--- src/logic/lsu_pkg.sv ---
package lsu_pkg;

	// basic bus widths
	typedef logic [31:0] word_t;
	typedef logic [31:0] addr_t;
	// one strobe bit per byte lane
	typedef logic [3:0]  strb_t;

	// access codes, same encoding as the core's DMSel field
	typedef enum logic [2:0] {
		acc_sb  = 3'd0,
		acc_sh  = 3'd1,
		acc_sw  = 3'd2,
		acc_lbu = 3'd3,
		acc_lb  = 3'd4,
		acc_lhu = 3'd5,
		acc_lh  = 3'd6,
		acc_lw  = 3'd7
	} access_e;

	// request as issued by the core
	typedef struct packed {
		addr_t   addr;
		word_t   wdata;
		access_e access;
		logic    write;
	} mem_req_t;

	// what the load path needs to pick the lane on return
	typedef struct packed {
		logic [1:0] offset;
		access_e    access;
	} load_tag_t;

	// formatted request, one FIFO entry
	typedef struct packed {
		// low two bits always zero
		addr_t     word_addr;
		// byte and halfword data replicated over the lanes
		word_t     wdata;
		// zero for loads
		strb_t     strb;
		logic      write;
		load_tag_t tag;
	} bus_req_t;

	// read word coming back from the bus side
	typedef struct packed {
		word_t     data;
		load_tag_t tag;
	} rd_rsp_t;

	// 8 KiB data memory
	localparam int sram_words = 2048;
	localparam int sram_aw    = 11;

	// request buffer depth unless overridden
	localparam int fifo_depth_def = 4;

endpackage
--- src/logic/req_fifo.sv ---
module req_fifo import lsu_pkg::*; #(
	parameter int depth = fifo_depth_def
) (
	input  logic     clk,
	input  logic     reset,
	// write side
	input  logic     push_valid,
	input  bus_req_t push_req,
	output logic     push_ready,
	// read side
	output logic     pop_valid,
	output bus_req_t pop_req,
	input  logic     pop_ready
);

	localparam int ptr_w = (depth > 1) ? $clog2(depth) : 1;
	localparam int cnt_w = $clog2(depth + 1);

	bus_req_t   mem [depth];
	logic [ptr_w-1:0] wr_ptr;
	logic [ptr_w-1:0] rd_ptr;
	logic [cnt_w-1:0] count;
	logic       do_push;
	logic       do_pop;

	// not full / not empty
	assign push_ready = (count != cnt_w'(depth));
	assign pop_valid  = (count != '0);
	assign pop_req    = mem[rd_ptr];

	assign do_push = push_valid && push_ready;
	assign do_pop  = pop_valid && pop_ready;

	// storage, no reset needed on entries
	always_ff @(posedge clk) begin
		if (do_push) begin
			mem[wr_ptr] <= push_req;
		end
	end

	// pointers wrap at depth, which need not be a power of two
	always_ff @(posedge clk) begin
		if (reset) begin
			wr_ptr <= '0;
			rd_ptr <= '0;
			count  <= '0;
		end else begin
			if (do_push) begin
				wr_ptr <= (wr_ptr == ptr_w'(depth - 1)) ? '0 : wr_ptr + 1'b1;
			end
			if (do_pop) begin
				rd_ptr <= (rd_ptr == ptr_w'(depth - 1)) ? '0 : rd_ptr + 1'b1;
			end
			// simultaneous push and pop leaves count unchanged
			case ({do_push, do_pop})
				2'b10:   count <= count + 1'b1;
				2'b01:   count <= count - 1'b1;
				default: count <= count;
			endcase
		end
	end

endmodule

--- config.mk ---
export PLATFORM = sky130hd
export DESIGN_NAME = req_fifo
export DESIGN_NICKNAME = d
export VERILOG_FILES = /design/src/logic/lsu_pkg.sv /design/src/logic/req_fifo.sv
export SDC_FILE = /design/constraint.sdc
export NUM_CORES = 1
export LEC_CHECK = 0
export BUFFER_PORTS_ARGS = -buffer_cell sky130_fd_sc_hd__buf_2
export CAP_MARGIN = 20
export CORE_MARGIN = 3
export CORE_UTILIZATION = 50
export DETAILED_ROUTE_END_ITERATION = 7
export HOLD_SLACK_MARGIN = 0.02
export PLACE_DENSITY = 0.76
export SLEW_MARGIN = 0
export SYNTH_ARGS = -nofsm -noshare
export SYNTH_HDL_FRONTEND = slang
export SYNTH_SLANG_ARGS = --single-unit
--- constraint.sdc ---
create_clock -name clk -period 3.6 [get_ports clk]
set_input_delay 0.54 -clock clk [delete_from_list [all_inputs] [get_ports clk]]
set_output_delay 0.54 -clock clk [all_outputs]
set_load 0.03 [all_outputs]
==> results of run 1 <==
[power by group through the flow]
stage,registers (mW),logic [mW],clock network (mW)
after floorplan,4.40,1.77,0
after detailed placement,4.48,2.35,0
final,4.40,2.32,2.93
after CTS,4.41,2.36,3.00
after global placement,4.45,2.32,0
after global routing,4.43,2.47,3.14
[critical path: stages (launching register included)]
cell and delay (ps):
dfxtp_4 470, buf_4 380, mux4_2 580, buf_2 200
[logic make-up after synthesis]
family	count (synthesis)	share of synthesized area
AO/OA/AOI/OAI	7	0.004032
adder cells (fa/ha/maj)	7	0.008513
flip-flops	305	0.8119
buffers and inverters	24	0.01367
AND/OR/NAND/NOR	17	0.009297
multiplexers	76	0.1510
XOR/XNOR	2	0.001569
[path summary, 6_finish.rpt]
check | startpoint | to | slack, ps | depth (start not counted)
min | push_req[44] | mem[2][44] | 210 | 1
min reg2reg | rd_ptr[0] | flop | 500 | 2
max reg2reg | count[2] | count[2] | 1120 | 8
max | flop | pop_req[19] | 900 | 3
[state kept, by name, indices dropped and copies added (netlist names), named ones only]
name / flops
mem: 296
wr_ptr: 2
rd_ptr: 2
count: 3
[stage by stage]
stage | setup slack (ps) | std cells | power, mW
CTS | 817.5 | 915 | 9.769
finish | 899.5 | 916 | 9.643
detailed placement | 1159 | 863 | 6.832
floorplan | 1323 | 438 | 6.174
global placement | 1292 | 863 | 6.763
global route | 759.0 | 915 | 10.04
[metal layers]
layer | wire length (um) | GRT usage | vias to the layer above | part of all wire
li1 | - | - | 2229 | -
met5 | 13 | 0 | - | 0.00065
met1 | 8223 | 0.2270 | 2633 | 0.41
met2 | 9890 | 0.2761 | 183 | 0.50
met4 | 329 | 0.03835 | 2 | 0.017
met3 | 1457 | 0.03866 | 30 | 0.073
[area by class of cell]
type / count / area (um^2) / area share
multi-input combinational: 109 / 1963 / 0.1483
inverter: 6 / 22.52 / 0.001701
clock inverter: 15 / 132.6 / 0.01002
timing repair buffer: 163 / 890.9 / 0.06730
antenna: 1 / 2.502 / 0.0001891
clock buffer: 37 / 798.3 / 0.06031
tap: 280 / 350.3 / 0.02647
sequential: 305 / 9076 / 0.6857
[cells in the mapped netlist]
| library cell | count | area, um^2 |
|---|---|---|
| o21ai_0 | 1 | 5.000 |
| a211o_1 | 1 | 8.760 |
| nor2_1 | 4 | 15.01 |
| inv_1 | 6 | 22.52 |
| a21oi_1 | 3 | 15.01 |
| mux2i_1 | 2 | 20.02 |
| or3_2 | 2 | 15.01 |
| xor2_1 | 2 | 17.52 |
| o21ai_2 | 1 | 8.760 |
| edfxtp_1 | 296 | 8889 |
| o31ai_1 | 1 | 7.510 |
| buf_6 | 7 | 78.83 |
| nand2_2 | 1 | 6.260 |
| dfxtp_1 | 9 | 180.2 |
| fa_1 | 1 | 20.02 |
| buf_1 | 1 | 3.750 |
| and3_2 | 4 | 30.03 |
| nand2b_1 | 2 | 12.51 |
| nand2_1 | 1 | 3.750 |
| mux4_2 | 74 | 1667 |
| buf_2 | 8 | 40.04 |
| clkbuf_1 | 2 | 7.510 |
| or3b_1 | 1 | 8.760 |
| or3_1 | 2 | 12.51 |
| ha_1 | 6 | 75.07 |
==> flow_metrics.env, run 1 <==
export IMPL_numCtsBuffers=30
export IMPL_outcome="complete, no violations"
export IMPL_crit_path_end_kind="output pin"
export IMPL_postCtsHoldBufs=0
export IMPL_cts_resized=0
export IMPL_nets=700
export IMPL_fin_tns_setup_ps=0
export IMPL_seq_power_share=0.456
export IMPL_wirelength_um=19910
export IMPL_synth_distinct_cells=25
export IMPL_rows=54
export IMPL_critPathLaunchType="flop"
export IMPL_antenna_found_initial=1
export IMPL_finalInstanceArea_um2=13240
export IMPL_p_clk_frac=0.304
export IMPL_clk_pin_slew_ps=60
export IMPL_post_cts_repair_setup_buffers=0
export IMPL_clk_path_buf_depth=3
export IMPL_setup_viol=0
export IMPL_first_iter_violations=371
export IMPL_p_sw_frac=0.2898
export IMPL_netlist_instances=438
export IMPL_drive_gt1_frac=0.4535
export IMPL_crit_type="reg2out"
export IMPL_min_path_type="in2reg"
export IMPL_syn_area_um2=11170
export IMPL_pwr_share_comb=0.240
export IMPL_syn_to_final_growth_pct=18.51
export IMPL_slew_violations=0
export IMPL_synth_seq_cells=305
export IMPL_hold_viol_final=0
export IMPL_dp_final_hpwl_um=12130
export IMPL_fin_skew_ps=10.54
export IMPL_period_minus_slack_ps=2700
export IMPL_syn_nets=523
export IMPL_fmax_mhz=370.3
export IMPL_clkLatencyLatePin_ps=540
export IMPL_power_density_nw_per_um2=728.5
export IMPL_nFillCells=1551
export IMPL_ys_warn_count=0
export IMPL_relSlewSlack=0.5143
export IMPL_arrival_ps=2160
export IMPL_numPortBuffers=153
export IMPL_dieArea_um2=24170
export IMPL_fin_hold_ws_ps=208.1
export IMPL_die_h_um=155.5
export IMPL_wl_per_cell_um=21.74
export IMPL_rsz0062_at_grt="no"
export IMPL_viasPerCell=5.543
export IMPL_synth_avg_cell_area_um2=25.50
export IMPL_synth_seq_area_share=0.8119
export IMPL_ios=154
export IMPL_intPower_mw=6.848
export IMPL_final_core_util=0.6047
export IMPL_overflow=0
export IMPL_grt_pass1_wl_um=31130
export IMPL_htree_levels=1
export IMPL_layout_common_cells="edfxtp_1 (296), buf_2 (153), mux4_2 (74), clkbuf_16 (31), dfxtp_1 (7)"
export IMPL_switchingPower_mw=2.794
export IMPL_ant_nets=0
export IMPL_gp_congestion=0.7042
export IMPL_drc_errors=0
export IMPL_grt_pass1_vias=5527
export IMPL_required_ps=3060
export IMPL_cts_tree="done"
export IMPL_dr_pass1_iters=4
export IMPL_fp_coreArea_um2=21890
export IMPL_cts_root_buf="clkbuf_16"
export IMPL_die_w_um=155.5
export IMPL_grt_usage=0.1658
export IMPL_grt_max_degree=49
export IMPL_leakage_nw=4.435
export IMPL_tightest_slew_ps=728.6
export IMPL_num_vias=5077
export IMPL_cap_viol_max_count=0
export IMPL_cts_sinks=305
export IMPL_initial_core_util=0.5102
export IMPL_crit_fanout=17
export IMPL_placed_cell_area_um2=12300
export IMPL_final_common_cell="edfxtp_1"
export IMPL_min_period_over_period=0.7501
export IMPL_peakVddDrop_mv=0.5160
(Power assumes the default switching activity.)
==> run 2: changes to the inputs <==
--- a/config.mk
+++ b/config.mk
@@ -11,7 +11,7 @@
 export CORE_UTILIZATION = 50
 export DETAILED_ROUTE_END_ITERATION = 7
 export HOLD_SLACK_MARGIN = 0.02
-export PLACE_DENSITY = 0.76
+export PLACE_DENSITY = 0.79
 export SLEW_MARGIN = 0
 export SYNTH_ARGS = -nofsm -noshare
 export SYNTH_HDL_FRONTEND = slang
==> constraint.sdc (replaced) <==
create_clock -name clk -period 2.17 [get_ports clk]
set_input_delay 0.3255 -clock clk [delete_from_list [all_inputs] [get_ports clk]]
set_output_delay 0.3255 -clock clk [all_outputs]
set_load 0.03 [all_outputs]
==> flow_metrics.env, run 2 (same netlist as run 1, synthesis figures left out) <==
export IMPL_outcome="complete, but fails checks"
export IMPL_violations="negative setup slack"
export IMPL_setup_ws_ps=-109.0
export IMPL_nets=805
export IMPL_num_vias=5523
export IMPL_place_inst=870
export IMPL_wirelength_um=23520
export IMPL_initial_core_util=0.5102
export IMPL_hold_viol_final=0
export IMPL_rsz0062_at_grt="yes"
export IMPL_layout_common_cells="edfxtp_1 (296), buf_2 (79), buf_6 (78), dlygate4sd3_1 (75), mux4_2 (74)"
export IMPL_rows=54
export IMPL_slew_violations=0
export IMPL_final_common_cell="edfxtp_1"
export IMPL_busiest_layer="met2"
export IMPL_dr_pass1_iters=4
export IMPL_cts_root_buf="clkbuf_16"
export IMPL_clk_pin_slew_ps=70
export IMPL_required_ps=1840
export IMPL_crit_path_end_kind="output pin"
export IMPL_crit_fanout=7
export IMPL_die_h_um=155.5
export IMPL_placed_cell_area_um2=12440
export IMPL_ant_nets=0
export IMPL_clk_path_buf_depth=3
export IMPL_hold_depth=3
export IMPL_gp_congestion=0.7096
export IMPL_gr_usage_met3=0.03394
export IMPL_fmax_mhz=438.8
export IMPL_overflow=0
export IMPL_cts_tree="done"
export IMPL_numPortBuffers=153
export IMPL_ios=154
export IMPL_cap_viol_max_count=0
export IMPL_regMostFlops="mem"
export IMPL_peakVddDrop_mv=0.6811
export IMPL_min_path_type="in2reg"
export IMPL_arrival_ps=1950
export IMPL_layoutNonFillerInstCount=1023
export IMPL_power_density_nw_per_um2=1201
export IMPL_fin_skew_ps=11.13
export IMPL_viasPerCell=5.399
export IMPL_period_minus_slack_ps=2279
export IMPL_wl_per_cell_um=22.99
export IMPL_cts_sinks=305
export IMPL_drive_gt1_frac=0.4455
export IMPL_syn_to_final_growth_pct=34.38
export IMPL_grtUsageMet2=0.3398
export IMPL_drc_errors=0
export IMPL_grt_pass1_vias=6132
export IMPL_tightest_slew_ps=399.2
export IMPL_slowest_stage="mux4_2"
export IMPL_first_iter_violations=406
export IMPL_dieArea_um2=24170
export IMPL_numCtsBuffers=29
export IMPL_fp_coreArea_um2=21890
export IMPL_final_core_util=0.6856
export IMPL_worst_path_largest_cell_delay_ps=530
export IMPL_power_total_mw=18.03
export IMPL_cp_common_cell="buf_6"
export IMPL_met1_usage=0.2364
export IMPL_nFillCells=1304
export IMPL_clkLatencyLatePin_ps=540
export IMPL_antenna_found_initial=1
export IMPL_relSlewSlack=0.7339
export IMPL_setup_viol=70
export IMPL_fin_hold_ws_ps=226.9
export IMPL_grt_usage=0.1872
export IMPL_finalInstanceArea_um2=15010
export IMPL_num_antenna_cells=0
export IMPL_min_period_over_period=1.050
export IMPL_crit_chain="buf_6 > clkbuf_16 > mux4_2 > buf_6"
export IMPL_die_w_um=155.5
export IMPL_dp_final_hpwl_um=12310
export IMPL_grt_pass1_wl_um=34460
export IMPL_leakage_nw=5.179
export IMPL_largest_register_ffs=296
export IMPL_crit_type="reg2out"
export IMPL_critPathLaunchType="flop"
export IMPL_htree_levels=1
export IMPL_grt_max_degree=54
export IMPL_rr_worst_depth=8
export IMPL_top_regs="mem x296, count x3"
run 2: cell types whose count changed in the layout (fill, tap and decap cells not counted), moves of 3 or more:
cell,previous run,this run
dlygate4sd3_1,0,75
buf_12,4,10
buf_2,153,79
bufinv_16,2,6
buf_6,0,78
clkinvlp_4,4,1
buf_4,6,21
clkbuf_1,6,2
inv_6,0,3
run 2: layout make-up:
class | count | area [um^2] | share of cell area
multi-input combinational | 109 | 2006 | 0.1336
inverter | 6 | 22.52 | 0.001500
clock buffer | 31 | 733.2 | 0.04885
sequential | 305 | 9079 | 0.6049
clock inverter | 23 | 281.5 | 0.01876
timing repair buffer | 269 | 2537 | 0.1691
tap | 280 | 350.3 | 0.02334
run 2: where the power goes:
part           internal [mW]  switching [mW]
clock network           3.18            2.13
logic                   2.63            2.85
registers               7.08           0.164
run 2: path summary, 6_finish.rpt:
path / slack, ps / from / end
setup / recovery: -110 / flop / pop_req[58]
hold / removal: 230 / push_valid / wr_ptr[0]
setup reg to reg: 110 / count[1] / count[2]
hold reg to reg: 530 / rd_ptr[0] / flop
run 2: timing repair:
| item | in CTS | in global routing |
|---|---|---|
| pin swaps | 3 | 4 |
| gates resized for setup | 145 | 18 |
| endpoints found under the setup margin | 75 | 75 |
| gates cloned | 1 | 6 |
| hold buffers | 75 | 0 |
| hold endpoints to repair | 297 | 0 |
| setup buffers | 12 | 7 |
run 2: worst max-delay path: cells and delay by family, from the launching register on:
kind,cells,cell delay [ps]
DFF,1,400
muxes,1,530
buffers and inverters,3,480
run 2: layer usage:
| layer | routed length [um] | part of all wire |
|---|---|---|
| met3 | 1525 | 0.065 |
| met2 | 12620 | 0.54 |
| met5 | 13 | 0.00055 |
| met1 | 8979 | 0.38 |
| met4 | 379 | 0.016 |
run 2: per-stage QoR:
step	setup TNS [ps]	setup slack (ps)
after CTS	-8311	-140.8
after detailed placement	-72.87	-72.87
after global placement	0	91.54
after global routing	-9272	-161.3
after floorplan	0	5.849
final	-4707	-109.0
