### src/logic/lsu_pkg.sv
package lsu_pkg;

	// basic bus widths
	typedef logic [31:0] word_t;
	typedef logic [31:0] addr_t;
	// one strobe bit per byte lane
	typedef logic [3:0]  strb_t;

	// access codes, same encoding as the core's DMSel field
	typedef enum logic [2:0] {
		acc_sb  = 3'd0,
		acc_sh  = 3'd1,
		acc_sw  = 3'd2,
		acc_lbu = 3'd3,
		acc_lb  = 3'd4,
		acc_lhu = 3'd5,
		acc_lh  = 3'd6,
		acc_lw  = 3'd7
	} access_e;

	// request as issued by the core
	typedef struct packed {
		addr_t   addr;
		word_t   wdata;
		access_e access;
		logic    write;
	} mem_req_t;

	// what the load path needs to pick the lane on return
	typedef struct packed {
		logic [1:0] offset;
		access_e    access;
	} load_tag_t;

	// formatted request, one FIFO entry
	typedef struct packed {
		// low two bits always zero
		addr_t     word_addr;
		// byte and halfword data replicated over the lanes
		word_t     wdata;
		// zero for loads
		strb_t     strb;
		logic      write;
		load_tag_t tag;
	} bus_req_t;

	// read word coming back from the bus side
	typedef struct packed {
		word_t     data;
		load_tag_t tag;
	} rd_rsp_t;

	// 8 KiB data memory
	localparam int sram_words = 2048;
	localparam int sram_aw    = 11;

	// request buffer depth unless overridden
	localparam int fifo_depth_def = 4;

endpackage
### src/logic/apb_master.sv
module apb_master import lsu_pkg::*; (
	input  logic     clk,
	input  logic     reset,
	// from the request FIFO
	input  logic     pop_valid,
	input  bus_req_t pop_req,
	output logic     pop_ready,
	// APB requester side
	output logic     psel,
	output logic     penable,
	output logic     pwrite,
	output addr_t    paddr,
	output word_t    pwdata,
	output strb_t    pstrb,
	input  word_t    prdata,
	input  logic     pready,
	// read word back to lane steering
	output logic     rd_valid,
	output rd_rsp_t  rd_rsp
);

	typedef enum logic [1:0] {
		st_idle,
		st_setup,
		st_access
	} state_e;

	state_e   state;
	state_e   state_nxt;
	bus_req_t cur;
	logic     xfer_done;
	logic     take;

	// transfer finishes in access with pready
	assign xfer_done = (state == st_access) && pready;
	// next request can start from idle or straight off a finished access
	assign pop_ready = (state == st_idle) || xfer_done;
	assign take      = pop_valid && pop_ready;

	always_comb begin
		state_nxt = state;
		case (state)
			st_idle:   if (take) state_nxt = st_setup;
			st_setup:  state_nxt = st_access;
			st_access: begin
				if (pready) begin
					state_nxt = take ? st_setup : st_idle;
				end
			end
			default:   state_nxt = st_idle;
		endcase
	end

	always_ff @(posedge clk) begin
		if (reset) begin
			state <= st_idle;
		end else begin
			state <= state_nxt;
		end
	end

	// latch request at the setup edge, held until next pop
	always_ff @(posedge clk) begin
		if (take) begin
			cur <= pop_req;
		end
	end

	assign psel    = (state != st_idle);
	assign penable = (state == st_access);
	assign pwrite  = cur.write;
	assign paddr   = cur.word_addr;
	assign pwdata  = cur.wdata;
	// loads already carry a zero strobe
	assign pstrb   = cur.strb;

	// read return, registered one cycle after access
	always_ff @(posedge clk) begin
		if (reset) begin
			rd_valid <= 1'b0;
		end else begin
			rd_valid <= xfer_done && !cur.write;
		end
	end

	always_ff @(posedge clk) begin
		if (xfer_done && !cur.write) begin
			rd_rsp.data <= prdata;
			rd_rsp.tag  <= cur.tag;
		end
	end

endmodule

### config.mk
export PLATFORM = sky130hd
export DESIGN_NAME = apb_master
export DESIGN_NICKNAME = d
export VERILOG_FILES = /design/src/logic/lsu_pkg.sv /design/src/logic/apb_master.sv
export SDC_FILE = /design/constraint.sdc
export NUM_CORES = 1
export LEC_CHECK = 0
export BUFFER_PORTS_ARGS = -buffer_cell sky130_fd_sc_hd__buf_2
export CAP_MARGIN = 20
export CORE_AREA = 2 2 99 101
export CTS_CLUSTER_DIAMETER = 200
export DETAILED_ROUTE_END_ITERATION = 16
export DIE_AREA = 0 0 101 103
export PLACE_DENSITY_LB_ADDON = 0.08
export SYNTH_ARGS = -nofsm -noshare
export SYNTH_HDL_FRONTEND = slang
export SYNTH_SLANG_ARGS = --single-unit
### constraint.sdc
create_clock -name clk -period 9.12 [get_ports clk]
set_input_delay 1.368 -clock clk [delete_from_list [all_inputs] [get_ports clk]]
set_output_delay 1.368 -clock clk [all_outputs]
set_load 0.02 [all_outputs]
==> results_dict.tcl, run 1 <==
set metrics [dict create \
    status "finished, final reports clean" \
    tns_ps 0 \
    synth_area_per_cell_um2 20.7 \
    critPathTopFamily "buffers and inverters" \
    worst-path-max-fanout 3 \
    start_kind "primary input" \
    synth_top_cells_by_count "edfxtp_1 (111), buf_4 (68), dfxtp_1 (3)" \
    worstHoldPathCells 0 \
    rr_endpoint "pwdata[31]" \
    grt_usage_pct 13.5 \
    synthTopCellsByArea "edfxtp_1 (83%), buf_4 (13%), dfxtp_1 (1.5%), and4bb_4 (0.41%), nor3b_1 (0.38%)" \
    synth-seq-cells 114 \
    grt_pass1_vias 2050 \
    synth_most_common_cell "edfxtp_1" \
    rows 36 \
    period_share_pct 35.0 \
    critPathKind "primary input to output pin" \
    synth_fa_ha_area_share_pct 0 \
    p_leak_uw 0.00222 \
    power_density_mw_per_mm2 240 \
    syn_to_final_growth_pct 31.5 \
    post_drt_wl_per_cell_um 14.7 \
    rsz0062_at_grt "false" \
    place_congestion 0.731 \
    path_clk_slew_ps 50 \
    drt_iter0_drc 39 \
    post-dp-hpwl_mm 5.22 \
    fillers 790 \
    cpMaxStageDelayCell "buf_2" \
    viasPerCell 4.20 \
    synth_edf_count 111 \
    async_flop_share_pct 0 \
    hold_end "rd_rsp[1]" \
    yosys_most_used_dff "edfxtp_1" \
    antenna_found_initial 0 \
    busiest_layer "met2" \
    reg2regPathDepth 3 \
    finalWirelength_mm 7.23 \
    clk_latency_ps 490 \
    use_met3_pct 10.4 \
    layout_min_cycle_time_ps 3190 \
    place_area_mm2 0.00473 \
    cts-hold-fix-buffers 0 \
    r2r_slack_ps 7330 \
    num_antenna_cells 0 \
    io_buffers 219 \
    ir_worst_vdd_mv 0.111 \
    die_width_um 101 \
    timing.fmax_ghz 0.313 \
    synthesis.nets 303 \
    num_io_pins 220 \
    netlist_area_mm2 0.00399 \
    synth_top_area_cell "edfxtp_1" \
    maxSlewViolCount 0 \
    stdcell_area_mm2 0.00525 \
    cts_tree "done" \
    worst_path_largest_cell_delay_ps 160 \
    antenna_left 0 \
    netlist.area_leader.share_pct 83.5 \
    post_cts_buffers 0 \
    min_path_type "flop to flop" \
    grt_use_met2_pct 21.3 \
    ys_types 12 \
    grt_max_degree 75 \
    required_ps 7750 \
    core_region_area_mm2 0.00946 \
    finClkSkew_ps 10.2 \
    drc 0 \
    drive_gt1_share_pct 66.0 \
    worst-path-buf-inv 2 \
    htreeDepth 4 \
    endpoint_kind "output pin" \
    crit_arrival_ps 1830 \
    cts_root_buf "clkbuf_8" \
    synthMuxAreaShare_pct 0 \
    hold_viol_final 0 \
    synth_compound_area_share_pct 0.188 \
    syn_inst 193 \
    met1_usage_pct 13.7 \
    path_common_cell "buf_2" \
    clkSinkCount 114 \
    r2r-start "state[1]" \
    post-place-ws_ps 5930 \
    ctsResizeCount 0 \
    yosysWarnings 0 \
    min_from "cur[1]" \
    finalSetupViolations 0 \
    via_count 2064 \
    tightestPinTransition_ps 928 \
    worst_slack_ps 5930 \
    cts_buffer_depth 2 \
    crit_chain "buf_2 > nor2b_4 > nor2_1 > buf_2" \
    grt_pass1_wl_mm 10.1 \
    yosysSeqAreaShare_pct 85.0 \
    die_y_um 103 \
    cts_buffers 17 \
    synth_top_family_by_area "buffers and inverters" \
    synth_xor_area_share_pct 0 \
    cap_violations 0 \
    slew_headroom_pct 38.1 \
    synthSimpleGateAreaFrac_pct 2.04 \
    dieArea_mm2 0.0104 \
    first_pass_iters 4 \
    start_util_pct 42.2 \
    grt-ovfl-total 0 \
    fin_nets 474 \
]
==> registers in the layout, indices dropped and copies added, names as in the netlist <==
name,flops
pstrb,4
paddr,32
state,2
rd_rsp,37
cur,5
pwrite,1
pwdata,32
rd_valid,1
==> worst max path at each step <==
stage / depth (start not counted) / slack (ps) / startpoint / to
CTS: 4 / 5920 / pready / pop_ready
global route: 4 / 5890 / pready / pop_ready
floorplan: 2 / 1720 / pready / cur[0]
detailed placement: 4 / 5930 / pready / pop_ready
global placement: 4 / 5930 / pready / pop_ready
finish: 4 / 5930 / pready / pop_ready
==> area by class of cell <==
class	instances	area, µm²	share of cell area [%]
clock inverters	13	95.1	1.81
repair buffers	220	1100	21.0
flip-flops and latches	114	3390	64.6
multi-input cells	11	93.8	1.79
clock buffers	19	422	8.03
well taps	114	143	2.72
==> routing by layer <==
metal  up-vias  routed length, µm
met2       125               3670
met3         4                964
li1        982                  -
met1       953               2550
met4         0                 55
met5         -                  0
==> cell families (layout without fill, tap and decap cells) <==
kind of cell    Yosys count  count (layout)
flops                   114             114
compound gates            1               1
simple gates             10              10
buf+inv                  68             252
==> placed cells by master (no fill, tap or decap) <==
master      synthesis  final
nor2b_4             1      1
and2b_1             1      1
buf_2               0    219
clkinv_2            0      4
clkbuf_16           0     16
dfxtp_1             3      3
nor2_1              2      2
a21o_1              1      1
nor3b_2             0      1
nor2b_1             1      1
clkinvlp_4          0      4
nor4b_1             1      1
clkbuf_1            0      2
bufinv_16           0      1
edfxtp_1          111    111
or2_1               1      1
and4bb_4            1      1
buf_4              68      1
clkbuf_8            0      1
clkinv_1            0      4
nor3b_1             2      1
==> stage by stage <==
| step | std cells | util (%) | power, µW | hold WS, ps |
|---|---|---|---|---|
| 2_1_floorplan | 193 | - | 688 | 400 |
| 3_3_place_gp | 459 | 50.0 | 707 | 402 |
| 3_5_place_dp | 459 | 50.0 | 708 | 405 |
| 4_1_cts | 491 | 55.5 | 1280 | 418 |
| 5_1_grt | 491 | 55.5 | 1310 | 427 |
| 6_report | 491 | 55.5 | 1260 | 415 |
==> where the power goes <==
group | total [µW] | internal [µW] | switching (µW)
logic | 85.2 | 32.2 | 53.0
clock network | 567 | 354 | 213
registers | 611 | 605 | 5.42
No activity file was read; power rests on OpenSTA's default activity.
==> inputs of run 2 (changes only) <==
--- a/config.mk
+++ b/config.mk
@@ -5,6 +5,7 @@
 export SDC_FILE = /design/constraint.sdc
 export NUM_CORES = 1
 export LEC_CHECK = 0
+export ABC_AREA = 1
 export BUFFER_PORTS_ARGS = -buffer_cell sky130_fd_sc_hd__buf_2
 export CAP_MARGIN = 20
 export CORE_AREA = 2 2 99 101
==> constraint.sdc (replaced) <==
create_clock -name clk -period 3.25 [get_ports clk]
set_input_delay 0.4875 -clock clk [delete_from_list [all_inputs] [get_ports clk]]
set_output_delay 0.4875 -clock clk [all_outputs]
set_load 0.02 [all_outputs]
==> run 2 against run 1 <==
Non-clock buffer count rose by 1. Sequential share of layout area down 1.3 points. First-iteration DRC count is 36% higher. Clock skew down 5.9 ps. Combinational power rose to 2.9 times the previous value. Critical path depth fell by 1. Via count grew 3.7%. Largest cell class unchanged. Largest power group is now the clock network. Highest routed layer unchanged. Area after synthesis up 0.16%.
==> results_dict.tcl, run 2 <==
set metrics [dict create \
    status "finished, final reports clean" \
    rsz0062_at_grt "false" \
    drc 0 \
    grt_max_degree 75 \
    cap_violations 0 \
    timing.fmax_ghz 0.543 \
    required_ps 2760 \
    post_cts_buffers 0 \
    synth_edf_count 111 \
    netlist.area_leader.share_pct 83.4 \
    place_congestion 0.762 \
    syn_to_final_growth_pct 33.9 \
    busiest_layer "met2" \
    crit_arrival_ps 1360 \
    worstHoldPathCells 1 \
    tns_ps 0 \
    tightestPinTransition_ps 524 \
    yosysWarnings 0 \
    r2r-start "state[0]" \
    ctsResizeCount 0 \
    hold_end "rd_rsp[7]" \
    p_leak_uw 0.00230 \
    fillers 765 \
    drt_iter0_drc 53 \
    num_io_pins 220 \
    die_width_um 101 \
    rr_endpoint "rd_rsp[24]" \
    synth_area_per_cell_um2 19.7 \
    met1_usage_pct 14.5 \
    ir_worst_vdd_mv 0.324 \
    post-route-util_pct 56.6 \
    first_pass_iters 4 \
    yosys_most_used_dff "edfxtp_1" \
    start_util_pct 42.3 \
    antenna_left 0 \
    cts-hold-fix-buffers 0 \
    cts_buffers 17 \
    r2r_slack_ps 1520 \
    yosysSeqAreaShare_pct 84.9 \
    finalWirelength_mm 7.46 \
    largest_register_ff_count 37 \
    hold_viol_final 0 \
    cts_tree "done" \
    critPathKind "flop to output pin" \
    synth_top_cells_by_count "edfxtp_1 (111), buf_4 (68), nand2_1 (6)" \
    drive_gt1_share_pct 65.6 \
    reg2regPathDepth 4 \
    cts_root_buf "clkbuf_8" \
    netlist_area_mm2 0.00400 \
    min_path_type "primary input to flop" \
    io_buffers 219 \
    via_count 2141 \
    viasPerCell 4.27 \
    async_flop_share_pct 0 \
    clk_latency_ps 500 \
    final_cell_mix "buf_2 (219), edfxtp_1 (111), clkbuf_16 (16), nand2_1 (6), clkinv_2 (6)" \
    grt_pass1_vias 2163 \
    start_kind "flop" \
    num_antenna_cells 0 \
    cts_buffer_depth 2 \
    syn_inst 203 \
    grt_use_met2_pct 22.6 \
    grt_pass1_wl_mm 10.6 \
    die_y_um 103 \
    top_register "rd_rsp" \
    dieArea_mm2 0.0104 \
    post_drt_wl_per_cell_um 14.9 \
    ys_types 11 \
    rows 36 \
    period_share_pct 56.7 \
    core_region_area_mm2 0.00946 \
    path_clk_slew_ps 50 \
    grt_usage_pct 14.4 \
    htreeDepth 4 \
    use_met3_pct 8.88 \
    layout_min_cycle_time_ps 1840 \
    grt-ovfl-total 0 \
    min_from "prdata[2]" \
    post-dp-hpwl_mm 5.36 \
    final_common_cell "buf_2" \
    clkSinkCount 114 \
    synthTopCellsByArea "edfxtp_1 (83%), buf_4 (13%), dfxtp_1 (1.5%), nand2_1 (0.56%), inv_1 (0.47%)" \
    antenna_found_initial 0 \
    power_density_mw_per_mm2 706 \
    worst-path-max-fanout 5 \
    finalSetupViolations 0 \
    endpoint_kind "output pin" \
    maxSlewViolCount 0 \
    slew_headroom_pct 65.0 \
    synthesis.nets 313 \
    synth_most_common_cell "edfxtp_1" \
    fin_nets 485 \
    synth_top_area_cell "edfxtp_1" \
    synth-seq-cells 114 \
    finClkSkew_ps 4.28 \
]
[run 2: stage by stage]
stage / area (µm²) / power [µW] / worst slack (ps) / instances / hold WS (ps)
after floorplan: 4000 / 1930 / 18.0 / 203 / 400
after global placement: 4770 / 1990 / 1350 / 470 / 402
after detailed placement: 4770 / 1990 / 1340 / 470 / 407
after CTS: 5360 / 3830 / 1370 / 501 / 122
after global routing: 5360 / 3910 / 1290 / 501 / 127
final: 5360 / 3780 / 1410 / 501 / 153
[run 2: worst max-delay path by stage]
stage | cells past startpoint | from | endpoint
floorplan | 2 | state[1] | cur[0]
global placement | 4 | pready | rd_rsp[11]
detailed placement | 4 | pready | rd_rsp[5]
CTS | 3 | state[1] | pop_ready
global route | 4 | state[0] | pop_ready
finish | 3 | state[1] | pop_ready
[run 2: critical path, stage by stage, from the launching register on]
cell and delay (ps):
dfxtp_1 340, or2_4 290, nand2_1 60, buf_2 160
[run 2: cells by family after synthesis]
logic type	synth area share [%]
buffers and inverters	13.2
AND/OR/NAND/NOR	1.69
flip-flops	84.9
AO/OA/AOI/OAI	0.219
[run 2: per-layer routing]
metal | wire (µm) | up-vias | share of wire [%]
met5 | 0 | - | 0
met4 | 121 | 0 | 1.6
met3 | 937 | 9 | 13
met2 | 3740 | 142 | 50
met1 | 2660 | 981 | 36
li1 | - | 1009 | -
[run 2: report_power, final]
group / leakage, µW / internal (µW) / switching [µW]
Sequential: 0.00107 / 1700 / 15.5
Clock: 0.000287 / 1230 / 591
Combinational: 0.000940 / 93.1 / 155
[run 2: area by class of cell]
type	count	area (µm²)	share of cell area, %
Clock buffer	19	422	7.87
Clock inverter	12	165	3.08
Inverter	5	18.8	0.350
Multi-Input combinational cell	16	91.3	1.71
Sequential cell	114	3390	63.3
Tap cell	114	143	2.66
Timing Repair Buffer	221	1120	21.0
==> inputs of run 3 (changes only) <==
==> constraint.sdc (replaced) <==
create_clock -name clk -period 1.85 [get_ports clk]
set_input_delay 0.2775 -clock clk [delete_from_list [all_inputs] [get_ports clk]]
set_output_delay 0.2775 -clock clk [all_outputs]
set_load 0.02 [all_outputs]
==> run 3 against run 2 <==
The run now fails in clock tree synthesis. Area after synthesis is the same. Synthesized cell count is the same.
==> results_dict.tcl, run 3 <==
set metrics [dict create \
    yosys_most_used_dff "edfxtp_1" \
    rows 36 \
    yosysSeqAreaShare_pct 84.9 \
    num_io_pins 220 \
    post_cts_buffers 0 \
    io_buffers 219 \
    run.stop_error "[ERROR RSZ-0060] Max buffer count reached." \
    dp.cells 471 \
    place_congestion 0.698 \
    cts_buffer_depth 2 \
    start_util_pct 42.3 \
    die_y_um 103 \
    synth_most_common_cell "edfxtp_1" \
    yosysWarnings 0 \
    synth_top_area_cell "edfxtp_1" \
    post-dp-hpwl_mm 5.36 \
    stop_stage "clock tree synthesis" \
    synthTopCellsByArea "edfxtp_1 (83%), buf_4 (13%), dfxtp_1 (1.5%), nand2_1 (0.56%), inv_1 (0.47%)" \
    async_flop_share_pct 0 \
    ctsResizeCount 0 \
    clkSinkCount 114 \
    synth_edf_count 111 \
    synth-seq-cells 114 \
    netlist_area_mm2 0.00400 \
    cts-hold-fix-buffers 101 \
    synthesis.nets 313 \
    syn_inst 203 \
    synth_top_cells_by_count "edfxtp_1 (111), buf_4 (68), nand2_1 (6)" \
    cts_root_buf "clkbuf_8" \
    netlist.area_leader.share_pct 83.4 \
    cts_buffers 17 \
    die_width_um 101 \
    status "stopped before the end" \
    ys_types 11 \
    synth_area_per_cell_um2 19.7 \
    htreeDepth 4 \
    place_area_mm2 0.00480 \
]
==> run 3: per-stage QoR <==
| step | setup slack (ps) | TNS [ps] | hold WS, ps | util, % |
|---|---|---|---|---|
| after global placement | 464 | 0 | 403 | 50.8 |
| after detailed placement | 422 | 0 | 407 | 50.8 |
| after floorplan | -443 | -32790 | 354 | - |
==> run 3: kinds of logic after synthesis <==
kind of cell	Yosys count	share of synthesized area, %
buffers and inverters	73	13.2
AO/OA/AOI/OAI	1	0.219
flip-flops	114	84.9
AND/OR/NAND/NOR	15	1.69
==> inputs of run 4 (changes only) <==
--- a/config.mk
+++ b/config.mk
@@ -8,11 +8,10 @@
 export ABC_AREA = 1
 export BUFFER_PORTS_ARGS = -buffer_cell sky130_fd_sc_hd__buf_2
 export CAP_MARGIN = 20
-export CORE_AREA = 2 2 99 101
-export CTS_CLUSTER_DIAMETER = 200
+export CORE_AREA = 2 2 110 112
 export DETAILED_ROUTE_END_ITERATION = 16
-export DIE_AREA = 0 0 101 103
-export PLACE_DENSITY_LB_ADDON = 0.08
+export DIE_AREA = 0 0 112 114
+export PLACE_DENSITY_LB_ADDON = 0.15
 export SYNTH_ARGS = -nofsm -noshare
 export SYNTH_HDL_FRONTEND = slang
 export SYNTH_SLANG_ARGS = --single-unit
==> run 4 against run 3 <==
The run now ends clean.
==> results_dict.tcl, run 4 (same netlist as run 2, synthesis figures left out) <==
set metrics [dict create \
    num_antenna_cells 0 \
    fin_nets 486 \
    num_io_pins 220 \
    period_share_pct 80.6 \
    power_frac_clock_pct 46.3 \
    final_cell_mix "buf_2 (219), edfxtp_1 (111), clkbuf_16 (17), nand2_1 (6)" \
    clkSinkCount 114 \
    post_cts_buffers 0 \
    rows 40 \
    antenna_found_initial 0 \
    syn_to_final_growth_pct 34.9 \
    post-dp-hpwl_mm 5.66 \
    first_pass_iters 4 \
    drc 0 \
    fin_cells 535 \
    cts_buffer_depth 2 \
    largest_register_ff_count 37 \
    cts_tree "done" \
    endpoint_kind "output pin" \
    finalWirelength_mm 7.61 \
    p_leak_uw 0.00229 \
    worst-path-max-fanout 4 \
    r2r_slack_ps 420 \
    p_seq_share_pct 46.8 \
    layout_min_cycle_time_ps 1490 \
    hold_viol_final 0 \
    post_drt_wl_per_cell_um 14.2 \
    final_common_cell "buf_2" \
    p_int_uw 5090 \
    top_register "rd_rsp" \
    tightestPinTransition_ps 233 \
    grt_usage_pct 12.1 \
    ctsResizeCount 0 \
    timing.fmax_ghz 0.671 \
    start_kind "flop" \
    r2r-start "state[0]" \
    reg2regPathDepth 3 \
    core_region_area_mm2 0.0117 \
    path_clk_slew_ps 50 \
    maxSlewViolCount 0 \
    die_width_um 112 \
    grt_max_degree 46 \
    cts_root_buf "clkbuf_16" \
    grt_pass1_wl_mm 11.3 \
    worst_slack_ps 359 \
    fin_hold_ws_ps 51.5 \
    io_buffers 219 \
    sw_frac_of_total_pct 20.9 \
    dp.cells 504 \
    grt_pass1_vias 2254 \
    place_congestion 0.747 \
    grt-ovfl-total 0 \
    comb_power_share_pct 6.9 \
    power_uw 6430 \
    slew_headroom_pct 84.5 \
    htreeDepth 4 \
    drive_gt1_share_pct 65.5 \
    via_count 2118 \
    post-place-ws_ps 420 \
    start_util_pct 34.1 \
    critPathKind "flop to output pin" \
    worstHoldPathCells 1 \
    viasPerCell 3.96 \
    crit_start "state[0]" \
    min_path_type "primary input to flop" \
    required_ps 1570 \
    status "finished, final reports clean" \
    antenna_left 0 \
    crit_arrival_ps 1210 \
    rsz0062_at_grt "false" \
    post-route-util_pct 46.0 \
    cts-hold-fix-buffers 0 \
    ir_worst_vdd_mv 0.547 \
    switching_power_uw 1350 \
    clk_latency_ps 400 \
    multi_input_area_um2 91.3 \
    finClkSkew_ps 6.27 \
    final-seq-area_mm2 0.00339 \
    rr_endpoint "pwdata[13]" \
    fillers 1060 \
    dieArea_mm2 0.0128 \
    drt_iter0_drc 70 \
    finalSetupViolations 0 \
    power_density_mw_per_mm2 1190 \
    die_y_um 114 \
    crit_end "pop_ready" \
    cts_buffers 17 \
    cap_violations 0 \
]
==> run 4: worst max-delay path, cell delays in order (launching register included) <==
cell and delay (ps):
dfxtp_2 330, or2_4 270, nand2_1 60, buf_2 150
==> run 4: worst min path at each step <==
stage / startpoint / slack (ps) / end
after floorplan: reset / 350 / rd_valid
after global placement: cur[3] / 400 / rd_rsp[3]
after detailed placement: cur[4] / 400 / rd_rsp[4]
after CTS: pop_req[3] / 30 / cur[3]
after global routing: prdata[3] / 20 / rd_rsp[8]
final: prdata[25] / 50 / rd_rsp[30]
==> run 4: area by class of cell <==
class                   count  share of cell area (%)
well taps                 147                    3.41
clock buffers              17                    7.89
clock inverters            14                    2.27
flip-flops and latches    114                    62.9
multi-input cells          16                    1.69
inverters                   5                   0.348
repair buffers            222                    21.4
==> run 4: per-layer routing <==
| metal | vias up | global-route usage [%] | routed length, µm |
|---|---|---|---|
| li1 | 1009 | - | - |
| met4 | 0 | 5.61 | 104 |
| met5 | - | 0 | 0 |
| met3 | 9 | 9.51 | 1220 |
| met2 | 154 | 17.9 | 3420 |
| met1 | 946 | 12.6 | 2870 |
==> run 4: per-stage QoR <==
| step | cell area, µm² | TNS (ps) |
|---|---|---|
| after detailed placement | 4840 | 0 |
| after CTS | 5390 | 0 |
| after floorplan | 4020 | -32790 |
| after global placement | 4840 | 0 |
| after global routing | 5390 | 0 |
| final | 5390 | 0 |
==> run 4: power groups by stage <==
stage          combinational (µW)  clock [µW]  sequential (µW)
5_1_grt                       479        3200             3020
3_5_place_dp                  452           0             3060
3_3_place_gp                  450           0             3060
6_report                      444        2980             3010
4_1_cts                       453        3070             3010
2_1_floorplan                 314           0             3070
