==> config.mk <==
export PLATFORM = sky130hd
export DESIGN_NAME = lane_steer
export DESIGN_NICKNAME = d
export VERILOG_FILES = /design/src/logic/lsu_pkg.sv /design/src/logic/lane_steer.sv
export SDC_FILE = /design/constraint.sdc
export NUM_CORES = 1
export LEC_CHECK = 0
export ABC_AREA = 1
export BUFFER_PORTS_ARGS = -buffer_cell sky130_fd_sc_hd__buf_2
export CAP_MARGIN = 40
export CORE_ASPECT_RATIO = 1.5
export CORE_UTILIZATION = 30
export DETAILED_ROUTE_END_ITERATION = 7
export GPL_TIMING_DRIVEN = 0
export PLACE_DENSITY = 0.67
export SLEW_MARGIN = 10
export SYNTH_ARGS = -nofsm -noshare
export SYNTH_HDL_FRONTEND = slang
export SYNTH_SLANG_ARGS = --single-unit
==> constraint.sdc <==
create_clock -name clk -period 3.55 [get_ports clk]
set_clock_uncertainty 0.1 [all_clocks]
set_input_delay 0.5325 -clock clk [delete_from_list [all_inputs] [get_ports clk]]
set_output_delay 0.5325 -clock clk [all_outputs]
set_load 0.05 [all_outputs]
==> src/logic/lsu_pkg.sv <==
package lsu_pkg;

	// basic bus widths
	typedef logic [31:0] word_t;
	typedef logic [31:0] addr_t;
	// one strobe bit per byte lane
	typedef logic [3:0]  strb_t;

	// access codes, same encoding as the core's DMSel field
	typedef enum logic [2:0] {
		acc_sb  = 3'd0,
		acc_sh  = 3'd1,
		acc_sw  = 3'd2,
		acc_lbu = 3'd3,
		acc_lb  = 3'd4,
		acc_lhu = 3'd5,
		acc_lh  = 3'd6,
		acc_lw  = 3'd7
	} access_e;

	// request as issued by the core
	typedef struct packed {
		addr_t   addr;
		word_t   wdata;
		access_e access;
		logic    write;
	} mem_req_t;

	// what the load path needs to pick the lane on return
	typedef struct packed {
		logic [1:0] offset;
		access_e    access;
	} load_tag_t;

	// formatted request, one FIFO entry
	typedef struct packed {
		// low two bits always zero
		addr_t     word_addr;
		// byte and halfword data replicated over the lanes
		word_t     wdata;
		// zero for loads
		strb_t     strb;
		logic      write;
		load_tag_t tag;
	} bus_req_t;

	// read word coming back from the bus side
	typedef struct packed {
		word_t     data;
		load_tag_t tag;
	} rd_rsp_t;

	// 8 KiB data memory
	localparam int sram_words = 2048;
	localparam int sram_aw    = 11;

	// request buffer depth unless overridden
	localparam int fifo_depth_def = 4;

endpackage
==> src/logic/lane_steer.sv <==
module lane_steer import lsu_pkg::*; (
	input  logic     clk,
	input  logic     reset,
	// core request side
	input  logic     req_valid,
	input  mem_req_t req,
	output logic     req_ready,
	// into the request FIFO
	output logic     push_valid,
	output bus_req_t push_req,
	input  logic     push_ready,
	// read word back from the APB master
	input  logic     rd_valid,
	input  rd_rsp_t  rd_rsp,
	// load result to the core
	output logic     rsp_valid,
	output word_t    load_data
);

	logic [1:0] req_off;
	word_t      ext_data;

	assign req_off = req.addr[1:0];

	// handshake passes straight through, formatting is combinational
	assign push_valid = req_valid;
	assign req_ready  = push_ready;

	// store formatting
	always_comb begin
		push_req.word_addr  = {req.addr[31:2], 2'b00};
		push_req.write      = req.write;
		push_req.tag.offset = req_off;
		push_req.tag.access = req.access;
		// replicate narrow data so every lane holds it
		case (req.access)
			acc_sb:  push_req.wdata = {4{req.wdata[7:0]}};
			acc_sh:  push_req.wdata = {2{req.wdata[15:0]}};
			default: push_req.wdata = req.wdata;
		endcase
		// strobe from size and offset
		if (!req.write) begin
			push_req.strb = 4'b0000;
		end else begin
			case (req.access)
				acc_sb:  push_req.strb = 4'b0001 << req_off;
				acc_sh:  push_req.strb = req_off[1] ? 4'b1100 : 4'b0011;
				default: push_req.strb = 4'b1111;
			endcase
		end
	end

	// load lane extraction and extension
	always_comb begin
		logic [7:0]  sel_byte;
		logic [15:0] sel_half;
		// byte lane picked by offset
		case (rd_rsp.tag.offset)
			2'd0:    sel_byte = rd_rsp.data[7:0];
			2'd1:    sel_byte = rd_rsp.data[15:8];
			2'd2:    sel_byte = rd_rsp.data[23:16];
			default: sel_byte = rd_rsp.data[31:24];
		endcase
		// halfword lane from bit 1 only
		sel_half = rd_rsp.tag.offset[1] ? rd_rsp.data[31:16] : rd_rsp.data[15:0];
		case (rd_rsp.tag.access)
			acc_lbu: ext_data = {24'h000000, sel_byte};
			acc_lb:  ext_data = {{24{sel_byte[7]}}, sel_byte};
			acc_lhu: ext_data = {16'h0000, sel_half};
			acc_lh:  ext_data = {{16{sel_half[15]}}, sel_half};
			// lw and anything else, whole word
			default: ext_data = rd_rsp.data;
		endcase
	end

	// response valid is control state
	always_ff @(posedge clk) begin
		if (reset) begin
			rsp_valid <= 1'b0;
		end else begin
			rsp_valid <= rd_valid;
		end
	end

	// result word, only loaded on a returning read
	always_ff @(posedge clk) begin
		if (rd_valid) begin
			load_data <= ext_data;
		end
	end

endmodule

==> results of run 1 <==
-- sequential cells by signal (all words and copies together) (netlist names) --
| register | cells |
|---|---|
| rsp_valid | 1 |
| load_data | 32 |
-- worst min-delay path by stage --
stage	end	slack, ns
5_1_grt	rsp_valid$_SDFF_PP0_	0.32
6_report	rsp_valid$_SDFF_PP0_	0.30
4_1_cts	rsp_valid$_SDFF_PP0_	0.31
3_3_place_gp	rsp_valid$_SDFF_PP0_	0.59
2_1_floorplan	rsp_valid$_SDFF_PP0_	0.50
3_5_place_dp	rsp_valid$_SDFF_PP0_	0.60
-- power groups by stage --
stage / clock [mW] / sequential [mW] / combinational (mW)
final: 0.504 / 0.491 / 0.726
after global routing: 0.513 / 0.496 / 0.765
after CTS: 0.501 / 0.492 / 0.726
after detailed placement: 0 / 0.500 / 0.722
after global placement: 0 / 0.498 / 0.717
after floorplan: 0 / 0.655 / 0.377
-- cells in the mapped netlist --
| master | count | area [um2] |
|---|---|---|
| or2_1 | 1 | 6.26 |
| buf_2 | 8 | 40.0 |
| nor2_2 | 2 | 12.5 |
| conb_1 | 1 | 3.75 |
| inv_2 | 3 | 11.3 |
| a21oi_1 | 10 | 50.1 |
| buf_4 | 49 | 368 |
| clkbuf_1 | 4 | 15.0 |
| dfxtp_1 | 1 | 20.0 |
| o21ai_0 | 17 | 85.1 |
| nand2_2 | 2 | 12.5 |
| nand3_2 | 21 | 210 |
| inv_1 | 21 | 78.8 |
| nand3_1 | 39 | 195 |
| buf_6 | 3 | 33.8 |
| o21a_1 | 1 | 7.51 |
| nand2_1 | 154 | 578 |
| nor2_1 | 10 | 37.5 |
| edfxtp_1 | 32 | 961 |
-- logic make-up after synthesis --
logic type	after synthesis	share of synthesized area, %
simple gates	229	38.6
buf+inv	88	20.1
flops	33	36.0
compound gates	28	5.23
other cells	1	0.138
-- area by class of cell --
cell class	count	area [um2]	area share, %
Buffer	64	457	11.5
Clock buffer	5	125	3.16
Clock inverter	3	46.3	1.17
Inverter	24	90.1	2.28
Multi-Input combinational cell	259	1200	30.4
Sequential cell	33	981	24.8
Tap cell	110	138	3.48
Timing Repair Buffer	183	916	23.2
-- critical path, cell delays in order --
cell	delay [ns]
buf_2	0.10
nor2_1	0.28
inv_2	0.13
nor2_1	0.45
nand2_1	0.10
nand2_1	0.09
inv_1	0.05
nand2_1	0.06
buf_2	0.27
-- routing by layer --
metal	track usage, %	part of all wire [%]	up-vias
met3	3.71	9.6	21
met5	0	0	-
met1	20.9	36	1442
met4	11.3	3.1	0
met2	39.5	52	222
li1	-	-	1552
-- per-stage QoR --
stage               setup slack (ns)  instances
floorplan                       1.28        380
global placement               0.917        673
CTS                            0.845        681
finish                         0.858        681
global route                   0.625        681
detailed placement             0.848        673
==> results.sh, run 1 <==
export IMPL_cts_buffer_depth=2
export IMPL_vdd_ir_drop_max_v=0.000332
export IMPL_total_power_mw=1.72
export IMPL_tritoncts_clock_tree="built"
export IMPL_worst_setup_hold_path_clk_slew_ns=0.06
export IMPL_p_leak_nw=2.28
export IMPL_cts_htree_levels=2
export IMPL_post_layout_minimum_cycle_time_ns=2.69
export IMPL_slew_viol_final=0
export IMPL_crit_start="req[3]"
export IMPL_filler_cell_count=931
export IMPL_pwr_share_seq_pct=28.5
export IMPL_post_drt_via_cell_ratio=4.75
export IMPL_worstPathRequired_ns=2.92
export IMPL_tns_ns=0
export IMPL_p_sw_uw=720
export IMPL_cts_buffers=5
export IMPL_hpwlAfterDp_um=8490
export IMPL_run_status="complete, but fails checks"
export IMPL_synth_warnings=0
export IMPL_clock_tree_root_cell="clkbuf_16"
export IMPL_via_count=3237
export IMPL_die_h_um=119
export IMPL_postSynthAreaPerCell_um2=7.19
export IMPL_grt_start_max_net_pins=34
export IMPL_setup_repair_after_global_routing_missed_its_margin="no"
export IMPL_synth_cell_area_um2=2730
export IMPL_remaining_drc_errors=1
export IMPL_ctsHoldBuffers=0
export IMPL_finalHoldViolations=0
export IMPL_grt_pass1_vias=3162
export IMPL_place_congestion=0.902
export IMPL_drive_gt1_share_pct=48.9
export IMPL_finalWirelength_um=10200
export IMPL_dieArea_um2=9480
export IMPL_syn_inst=379
export IMPL_worst_setup_path_type="input port to output port"
export IMPL_clock_fmax_mhz=371
export IMPL_layout_core_utilization_pct=44.8
export IMPL_hold_path_class="input port to flop"
export IMPL_timing_max_cap_violations=0
export IMPL_grt_first_pass_wirelength_um=15000
export IMPL_p_int_mw=1.00
export IMPL_coreArea_um2=8830
export IMPL_detailedRoute_firstIterationViolations=171
export IMPL_initial_utilization_pct=30.9
export IMPL_worstHoldPathCells=2
export IMPL_groute_usage_overall_pct=21.0
export IMPL_post_cts_resized_instances=0
export IMPL_detailed_place_area_um2=3780
export IMPL_buffers_on_ports=183
export IMPL_number_of_antenna_violations_at_the_first_check_in_global_routing=0
export IMPL_clk_pwr_share_pct=29.3
export IMPL_pwr_share_comb_pct=42.2
export IMPL_yosys_register_bits=33
export IMPL_floorplan_io_pins=219
export IMPL_critical_path_max_fanout=8
export IMPL_p_sw_share_pct=41.9
export IMPL_drtPass1Iterations=7
export IMPL_mostFrequentLayoutCells="buf_2, nand2_1, buf_4, nand3_1, edfxtp_1"
export IMPL_routedWlPerCell_um=15.0
export IMPL_fp_dieW_um=79.8
export IMPL_antennaDiodeCount=0
export IMPL_endpoint="push_req[18]"
export IMPL_yosysUniqueCellTypes=19
export IMPL_timing_critical_path_arrival_ns=2.06
export IMPL_clock_sinks=33
export IMPL_area_growth_synth_to_finish_pct=45.1
export IMPL_row_count=42
export IMPL_power_density_cell_area_nw_per_um2=435
export IMPL_violations="design-rule violations"
export IMPL_max_slew_margin_pct=51.5
export IMPL_postLayoutCellArea_um2=3960
export IMPL_final_nets=680
export IMPL_holdCritStartpoint="reset"
export IMPL_start_kind="input port"
export IMPL_worstSetupEndpointType="output port"
export IMPL_synth_sequential_area_ratio_pct=36.0
export IMPL_grt_ovfl_total=0
export IMPL_post_route_ant_nets=0
export IMPL_worst_slew_pin_transition_ns=0.728
export IMPL_postCtsSetupBuffers=0
export IMPL_finalSetupViolations=0
export IMPL_fin_worst_hold_slack_ns=0.302
export IMPL_fin_crit_sh_pct=75.8
export IMPL_final_common_cell="buf_2"
Note: power is estimated with default switching activity, not from simulation.
==> inputs of run 2 (changes only) <==
--- a/config.mk
+++ b/config.mk
@@ -12,7 +12,7 @@
 export CORE_UTILIZATION = 30
 export DETAILED_ROUTE_END_ITERATION = 7
 export GPL_TIMING_DRIVEN = 0
-export PLACE_DENSITY = 0.67
+export PLACE_DENSITY = 0.7
 export SLEW_MARGIN = 10
 export SYNTH_ARGS = -nofsm -noshare
 export SYNTH_HDL_FRONTEND = slang
==> constraint.sdc (replaced) <==
create_clock -name clk -period 2.2 [get_ports clk]
set_clock_uncertainty 0.1 [all_clocks]
set_input_delay 0.33 -clock clk [delete_from_list [all_inputs] [get_ports clk]]
set_output_delay 0.33 -clock clk [all_outputs]
set_load 0.05 [all_outputs]
==> run 2 against run 1 <==
The flow now finishes without violations. Core utilization is 0.11 points lower. Non-clock buffer count stayed put. Critical path depth stayed put. Die area stayed put. Largest cell class unchanged. Final cell count stayed put. Global-route usage is 1.1 points lower. Sequential power is 62% higher. First-iteration DRC count is 2.9% higher. Wire length is 6.6% lower. Combinational power is 61% higher.
==> results.sh, run 2 (synthesis results as in run 1) <==
export IMPL_vdd_ir_drop_max_v=0.000512
export IMPL_reg_top3="load_data x32, rsp_valid x1"
export IMPL_fin_crit_sh_pct=91.7
export IMPL_drive_gt1_share_pct=48.9
export IMPL_worst_setup_hold_path_clk_slew_ns=0.05
export IMPL_routedWlPerCell_um=14.0
export IMPL_floorplan_io_pins=219
export IMPL_worstSetupEndpointType="output port"
export IMPL_worst_slew_pin_transition_ns=0.718
export IMPL_cts_buffer_depth=2
export IMPL_post_layout_minimum_cycle_time_ns=2.02
export IMPL_finalWirelength_um=9550
export IMPL_route_met2_wl_um=5290
export IMPL_detailed_place_area_um2=3780
export IMPL_timing_critical_path_mode_cell="nand2_1"
export IMPL_via_count=3222
export IMPL_worst_path_largest_cell_delay_ns=0.26
export IMPL_finalSetupViolations=0
export IMPL_filler_cell_count=883
export IMPL_clock_fmax_mhz=496
export IMPL_clock_tree_root_cell="clkbuf_16"
export IMPL_buffers_on_ports=183
export IMPL_mostFrequentLayoutCells="buf_2, nand2_1, buf_4, nand3_1, edfxtp_1"
export IMPL_critical_path_max_fanout=8
export IMPL_grt_start_max_net_pins=34
export IMPL_slew_viol_final=0
export IMPL_remaining_drc_errors=0
export IMPL_cts_htree_levels=2
export IMPL_groute_usage_overall_pct=19.8
export IMPL_area_growth_synth_to_finish_pct=44.7
export IMPL_final_nets=680
export IMPL_coreArea_um2=8830
export IMPL_timing_critical_path_arrival_ns=1.59
export IMPL_tns_ns=0
export IMPL_start_kind="input port"
export IMPL_hpwlAfterDp_um=7960
export IMPL_post_drt_via_cell_ratio=4.73
export IMPL_ctsHoldBuffers=0
export IMPL_grt_pass1_vias=3069
export IMPL_postCtsSetupBuffers=0
export IMPL_clock_sinks=33
export IMPL_row_count=42
export IMPL_max_slew_margin_pct=52.1
export IMPL_place_congestion=0.904
export IMPL_placement_setup_worst_slack_ns=-0.0523
export IMPL_met3RoutedLength_um=851
export IMPL_cts_buffers=5
export IMPL_finalHoldViolations=0
export IMPL_largest_register_ffs=32
export IMPL_post_route_ant_nets=0
export IMPL_die_h_um=119
export IMPL_p_leak_nw=2.27
export IMPL_postLayoutCellArea_um2=3950
export IMPL_finalNonFillerCells=681
export IMPL_dieArea_um2=9480
export IMPL_max_flop_register="load_data"
export IMPL_hold_path_class="input port to flop"
export IMPL_placed_cells_incl_taps=673
export IMPL_setup_slack_ns=0.183
export IMPL_layout_core_utilization_pct=44.7
export IMPL_cpMaxStageDelayCell="buf_2"
export IMPL_drtPass1Iterations=4
export IMPL_worstPathRequired_ns=1.77
export IMPL_run_status="finished, final reports clean"
export IMPL_power_density_cell_area_nw_per_um2=671
export IMPL_worst_setup_path_type="input port to output port"
export IMPL_antennaDiodeCount=0
export IMPL_uppermost_layer_routed="met4"
export IMPL_timing_critical_path_cells="buf_2 -> nor2_1 -> inv_2 -> nor2_4 -> nand2_1 -> nand2_1 -> inv_1 -> nand2_1 -> buf_2"
export IMPL_timing_max_cap_violations=0
export IMPL_initial_utilization_pct=30.9
export IMPL_grt_ovfl_total=0
export IMPL_number_of_antenna_violations_at_the_first_check_in_global_routing=0
export IMPL_final_common_cell="buf_2"
export IMPL_setup_repair_after_global_routing_missed_its_margin="no"
export IMPL_routedLengthMet1_um=3170
export IMPL_grt_first_pass_wirelength_um=14400
export IMPL_tritoncts_clock_tree="built"
export IMPL_fp_dieW_um=79.8
export IMPL_detailedRoute_firstIterationViolations=176
[run 2: worst max-delay path, delay by kind of cell]
kind	cells	cell delay [ns]
and+or+nand+nor	5	0.67
buffers and inverters	4	0.58
[run 2: layer usage]
layer,vias up,global-route usage [%]
met1,1434,18.8
met5,-,0
met4,0,8.82
li1,1555,-
met2,213,39.4
met3,20,3.40
[run 2: worst paths after layout]
kind	slack, ns	start	depth (start not counted)	endpoint
max	0.18	req[3]	9	push_req[18]
min	0.1	reset	2	rsp_valid$_SDFF_PP0_
[run 2: metrics by stage]
step / hold WS, ns / total power [mW]
floorplan: 0.301 / 1.67
global placement: 0.388 / 1.96
detailed placement: 0.396 / 1.97
CTS: 0.105 / 2.65
global route: 0.117 / 2.74
finish: 0.0994 / 2.65
[run 2: power by group]
part,internal [mW],total (mW),switching (mW)
Combinational,0.302,1.17,0.871
Sequential,0.779,0.794,0.0147
Clock,0.449,0.679,0.230
Total,1.53,2.65,1.12
[run 2: cell type report]
cell class	instances	area [um2]	share of cell area, %
plain buffers	64	457	11.6
clock buffers	8	146	3.71
inverters	24	90.1	2.28
multi-input cells	259	1220	30.9
flip-flops and latches	33	981	24.9
well taps	110	138	3.49
repair buffers	183	916	23.2
[run 2: timing repair]
| action | 4_1_cts | 5_1_grt |
|---|---|---|
| pin swaps | 0 | 0 |
| cloned | 0 | 0 |
| resized for setup | 2 | 2 |
| setup endpoints to repair | 2 | 4 |
==> inputs of run 3 (changes only) <==
--- a/config.mk
+++ b/config.mk
@@ -5,14 +5,13 @@
 export SDC_FILE = /design/constraint.sdc
 export NUM_CORES = 1
 export LEC_CHECK = 0
-export ABC_AREA = 1
 export BUFFER_PORTS_ARGS = -buffer_cell sky130_fd_sc_hd__buf_2
 export CAP_MARGIN = 40
 export CORE_ASPECT_RATIO = 1.5
 export CORE_UTILIZATION = 30
 export DETAILED_ROUTE_END_ITERATION = 7
 export GPL_TIMING_DRIVEN = 0
-export PLACE_DENSITY = 0.7
+export PLACE_DENSITY = 0.68
 export SLEW_MARGIN = 10
 export SYNTH_ARGS = -nofsm -noshare
 export SYNTH_HDL_FRONTEND = slang
==> run 3 against run 2 <==
Core utilization decreased by 0.50 points. Area after synthesis increased by 7.5%. Critical path depth down 5. Global-route usage rose by 1.3 points. Fmax fell by 3.5%. Count of clock-buffer cells in the layout is 3 lower. Flip-flop and latch count did not move. First-iteration DRC count up 72%. Final cell count fell by 12%. Combinational power about the same. Largest cell class is now multi-input combinational cells.
==> results.sh, run 3 <==
export IMPL_run_status="finished, final reports clean"
export IMPL_max_flop_register="load_data"
export IMPL_worst_setup_hold_path_clk_slew_ns=0.05
export IMPL_coreArea_um2=9360
export IMPL_synth_largest_area_cell="edfxtp_1"
export IMPL_post_drt_via_cell_ratio=5.21
export IMPL_max_slew_margin_pct=49.6
export IMPL_post_route_ant_nets=0
export IMPL_cts_buffer_depth=2
export IMPL_yosysUniqueCellTypes=42
export IMPL_drive_gt1_share_pct=58.7
export IMPL_hpwlAfterDp_um=8980
export IMPL_power_density_cell_area_nw_per_um2=643
export IMPL_synth_warnings=0
export IMPL_postSynth_asyncResetShare_pct=0
export IMPL_worst_slew_pin_transition_ns=0.756
export IMPL_cell_with_the_most_instances_after_synthesis="buf_4"
export IMPL_area_of_combinational_cells_with_multiple_inputs_um2=1430
export IMPL_timing_max_cap_violations=0
export IMPL_clock_tree_root_cell="clkbuf_16"
export IMPL_largest_register_ffs=32
export IMPL_worstSetupEndpointType="output port"
export IMPL_fin_crit_sh_pct=95.0
export IMPL_grt_start_max_net_pins=34
export IMPL_worstPathRequired_ns=1.77
export IMPL_post_synth_main_area_contributors="edfxtp_1, buf_4, mux2_2, nand3_1, a21oi_1"
export IMPL_number_of_antenna_violations_at_the_first_check_in_global_routing=1
export IMPL_finalHoldViolations=0
export IMPL_vdd_ir_drop_max_v=0.000589
export IMPL_grt_ovfl_total=0
export IMPL_cts_htree_levels=2
export IMPL_row_count=43
export IMPL_remaining_drc_errors=0
export IMPL_timing_critical_path_arrival_ns=1.66
export IMPL_hold_path_class="input port to flop"
export IMPL_buffers_on_ports=181
export IMPL_floorplan_io_pins=219
export IMPL_slew_viol_final=0
export IMPL_area_growth_synth_to_finish_pct=41.2
export IMPL_postSynthAreaPerCell_um2=9.80
export IMPL_ctsHoldBuffers=0
export IMPL_filler_cell_count=962
export IMPL_start_kind="input port"
export IMPL_worst_setup_path_type="input port to output port"
export IMPL_synth_cell_area_um2=2930
export IMPL_synth_sequential_area_ratio_pct=33.5
export IMPL_placed_cells_incl_taps=593
export IMPL_drtPass1Iterations=6
export IMPL_groute_usage_overall_pct=21.1
export IMPL_finalSetupViolations=0
export IMPL_seqCellArea_um2=981
export IMPL_via_count=3134
export IMPL_final_common_cell="buf_2"
export IMPL_synth_edff_count=32
export IMPL_initial_utilization_pct=31.3
export IMPL_post_layout_minimum_cycle_time_ns=2.09
export IMPL_total_power_mw=2.66
export IMPL_tritoncts_clock_tree="built"
export IMPL_cpMaxStageDelayCell="nor3_2"
export IMPL_finalWirelength_um=11000
export IMPL_post_cts_resized_instances=1
export IMPL_die_h_um=123
export IMPL_yosys_area_top_type_share_pct=32.8
export IMPL_mostFrequentLayoutCells="buf_2, buf_4, nand3_1, edfxtp_1, a21oi_1"
export IMPL_clock_fmax_mhz=478
export IMPL_grt_first_pass_wirelength_um=15500
export IMPL_yosys_register_bits=33
export IMPL_setup_repair_after_global_routing_missed_its_margin="no"
export IMPL_worst_path_largest_cell_delay_ns=0.57
export IMPL_routedWlPerCell_um=18.3
export IMPL_grt_pass1_vias=2919
export IMPL_reg_top3="load_data x32, rsp_valid x1"
export IMPL_dieArea_um2=10200
export IMPL_critical_path_max_fanout=8
export IMPL_p_leak_nw=1.97
export IMPL_final_nets=598
export IMPL_synth_cells_most_frequent="buf_4, nand3_1, edfxtp_1, a21oi_1, nor2_1"
export IMPL_cts_buffers=5
export IMPL_finalNonFillerCells=602
export IMPL_clock_sinks=33
export IMPL_timing_critical_path_mode_cell="buf_2"
export IMPL_synth_flop_cell="edfxtp_1"
export IMPL_syn_inst=299
export IMPL_fp_dieW_um=82.7
export IMPL_detailedRoute_firstIterationViolations=303
export IMPL_place_congestion=0.933
export IMPL_timing_critical_path_cells="buf_2 -> nor3_2 -> mux2_2 -> buf_2"
export IMPL_postCtsSetupBuffers=0
-- run 3: logic make-up after synthesis --
| logic type | share of synthesized area, % |
|---|---|
| mux | 15.9 |
| simple gates | 18.1 |
| buf+inv | 18.1 |
| xor+xnor | 0.299 |
| compound gates | 14.0 |
| flops | 33.5 |
| other cells | 0.128 |
-- run 3: layout make-up --
cell class                 instances  share of cell area, %
multi-input combinational        189                   34.7
sequential                        33                   23.7
timing repair buffer             181                   21.9
buffer                            73                   12.4
tap                              112                   3.39
clock buffer                       5                   3.02
inverter                           5                  0.454
clock inverter                     3                  0.423
antenna                            1                 0.0605
-- run 3: layer usage --
layer / up-vias / global-route usage, % / wire [um]
li1: 1460 / - / -
met1: 1436 / 23.9 / 3960
met2: 216 / 36.9 / 5590
met3: 22 / 3.99 / 1010
met4: 0 / 10.8 / 433
met5: - / 0 / 0
-- run 3: through the flow --
stage	instance area [um2]	TNS (ns)	hold slack (ns)	setup slack, ns	utilization (%)
floorplan	2940	-0.353	0.302	-0.0394	-
global placement	3980	-0.237	0.385	-0.0968	42.6
detailed placement	3980	-0.623	0.396	-0.136	42.6
CTS	4130	0	0.104	0.0724	44.1
global route	4140	0	0.117	0.0734	44.2
finish	4140	0	0.105	0.109	44.2
-- run 3: final timing paths --
path | startpoint | endpoint | slack [ns] | cells after the start
hold / removal | reset | rsp_valid$_SDFF_PP0_ | 0.10 | 2
setup / recovery | req[3] | push_req[25] | 0.11 | 4
-- run 3: power by group --
part / switching (mW) / internal, mW
clock network: 0.268 / 0.414
logic: 0.841 / 0.346
registers: 0.0186 / 0.775
total: 1.13 / 1.53
-- run 3: worst max-delay path, delay by kind of cell --
kind | cells | cell delay [ns]
buf+inv | 2 | 0.34
simple gates | 1 | 0.57
mux | 1 | 0.41
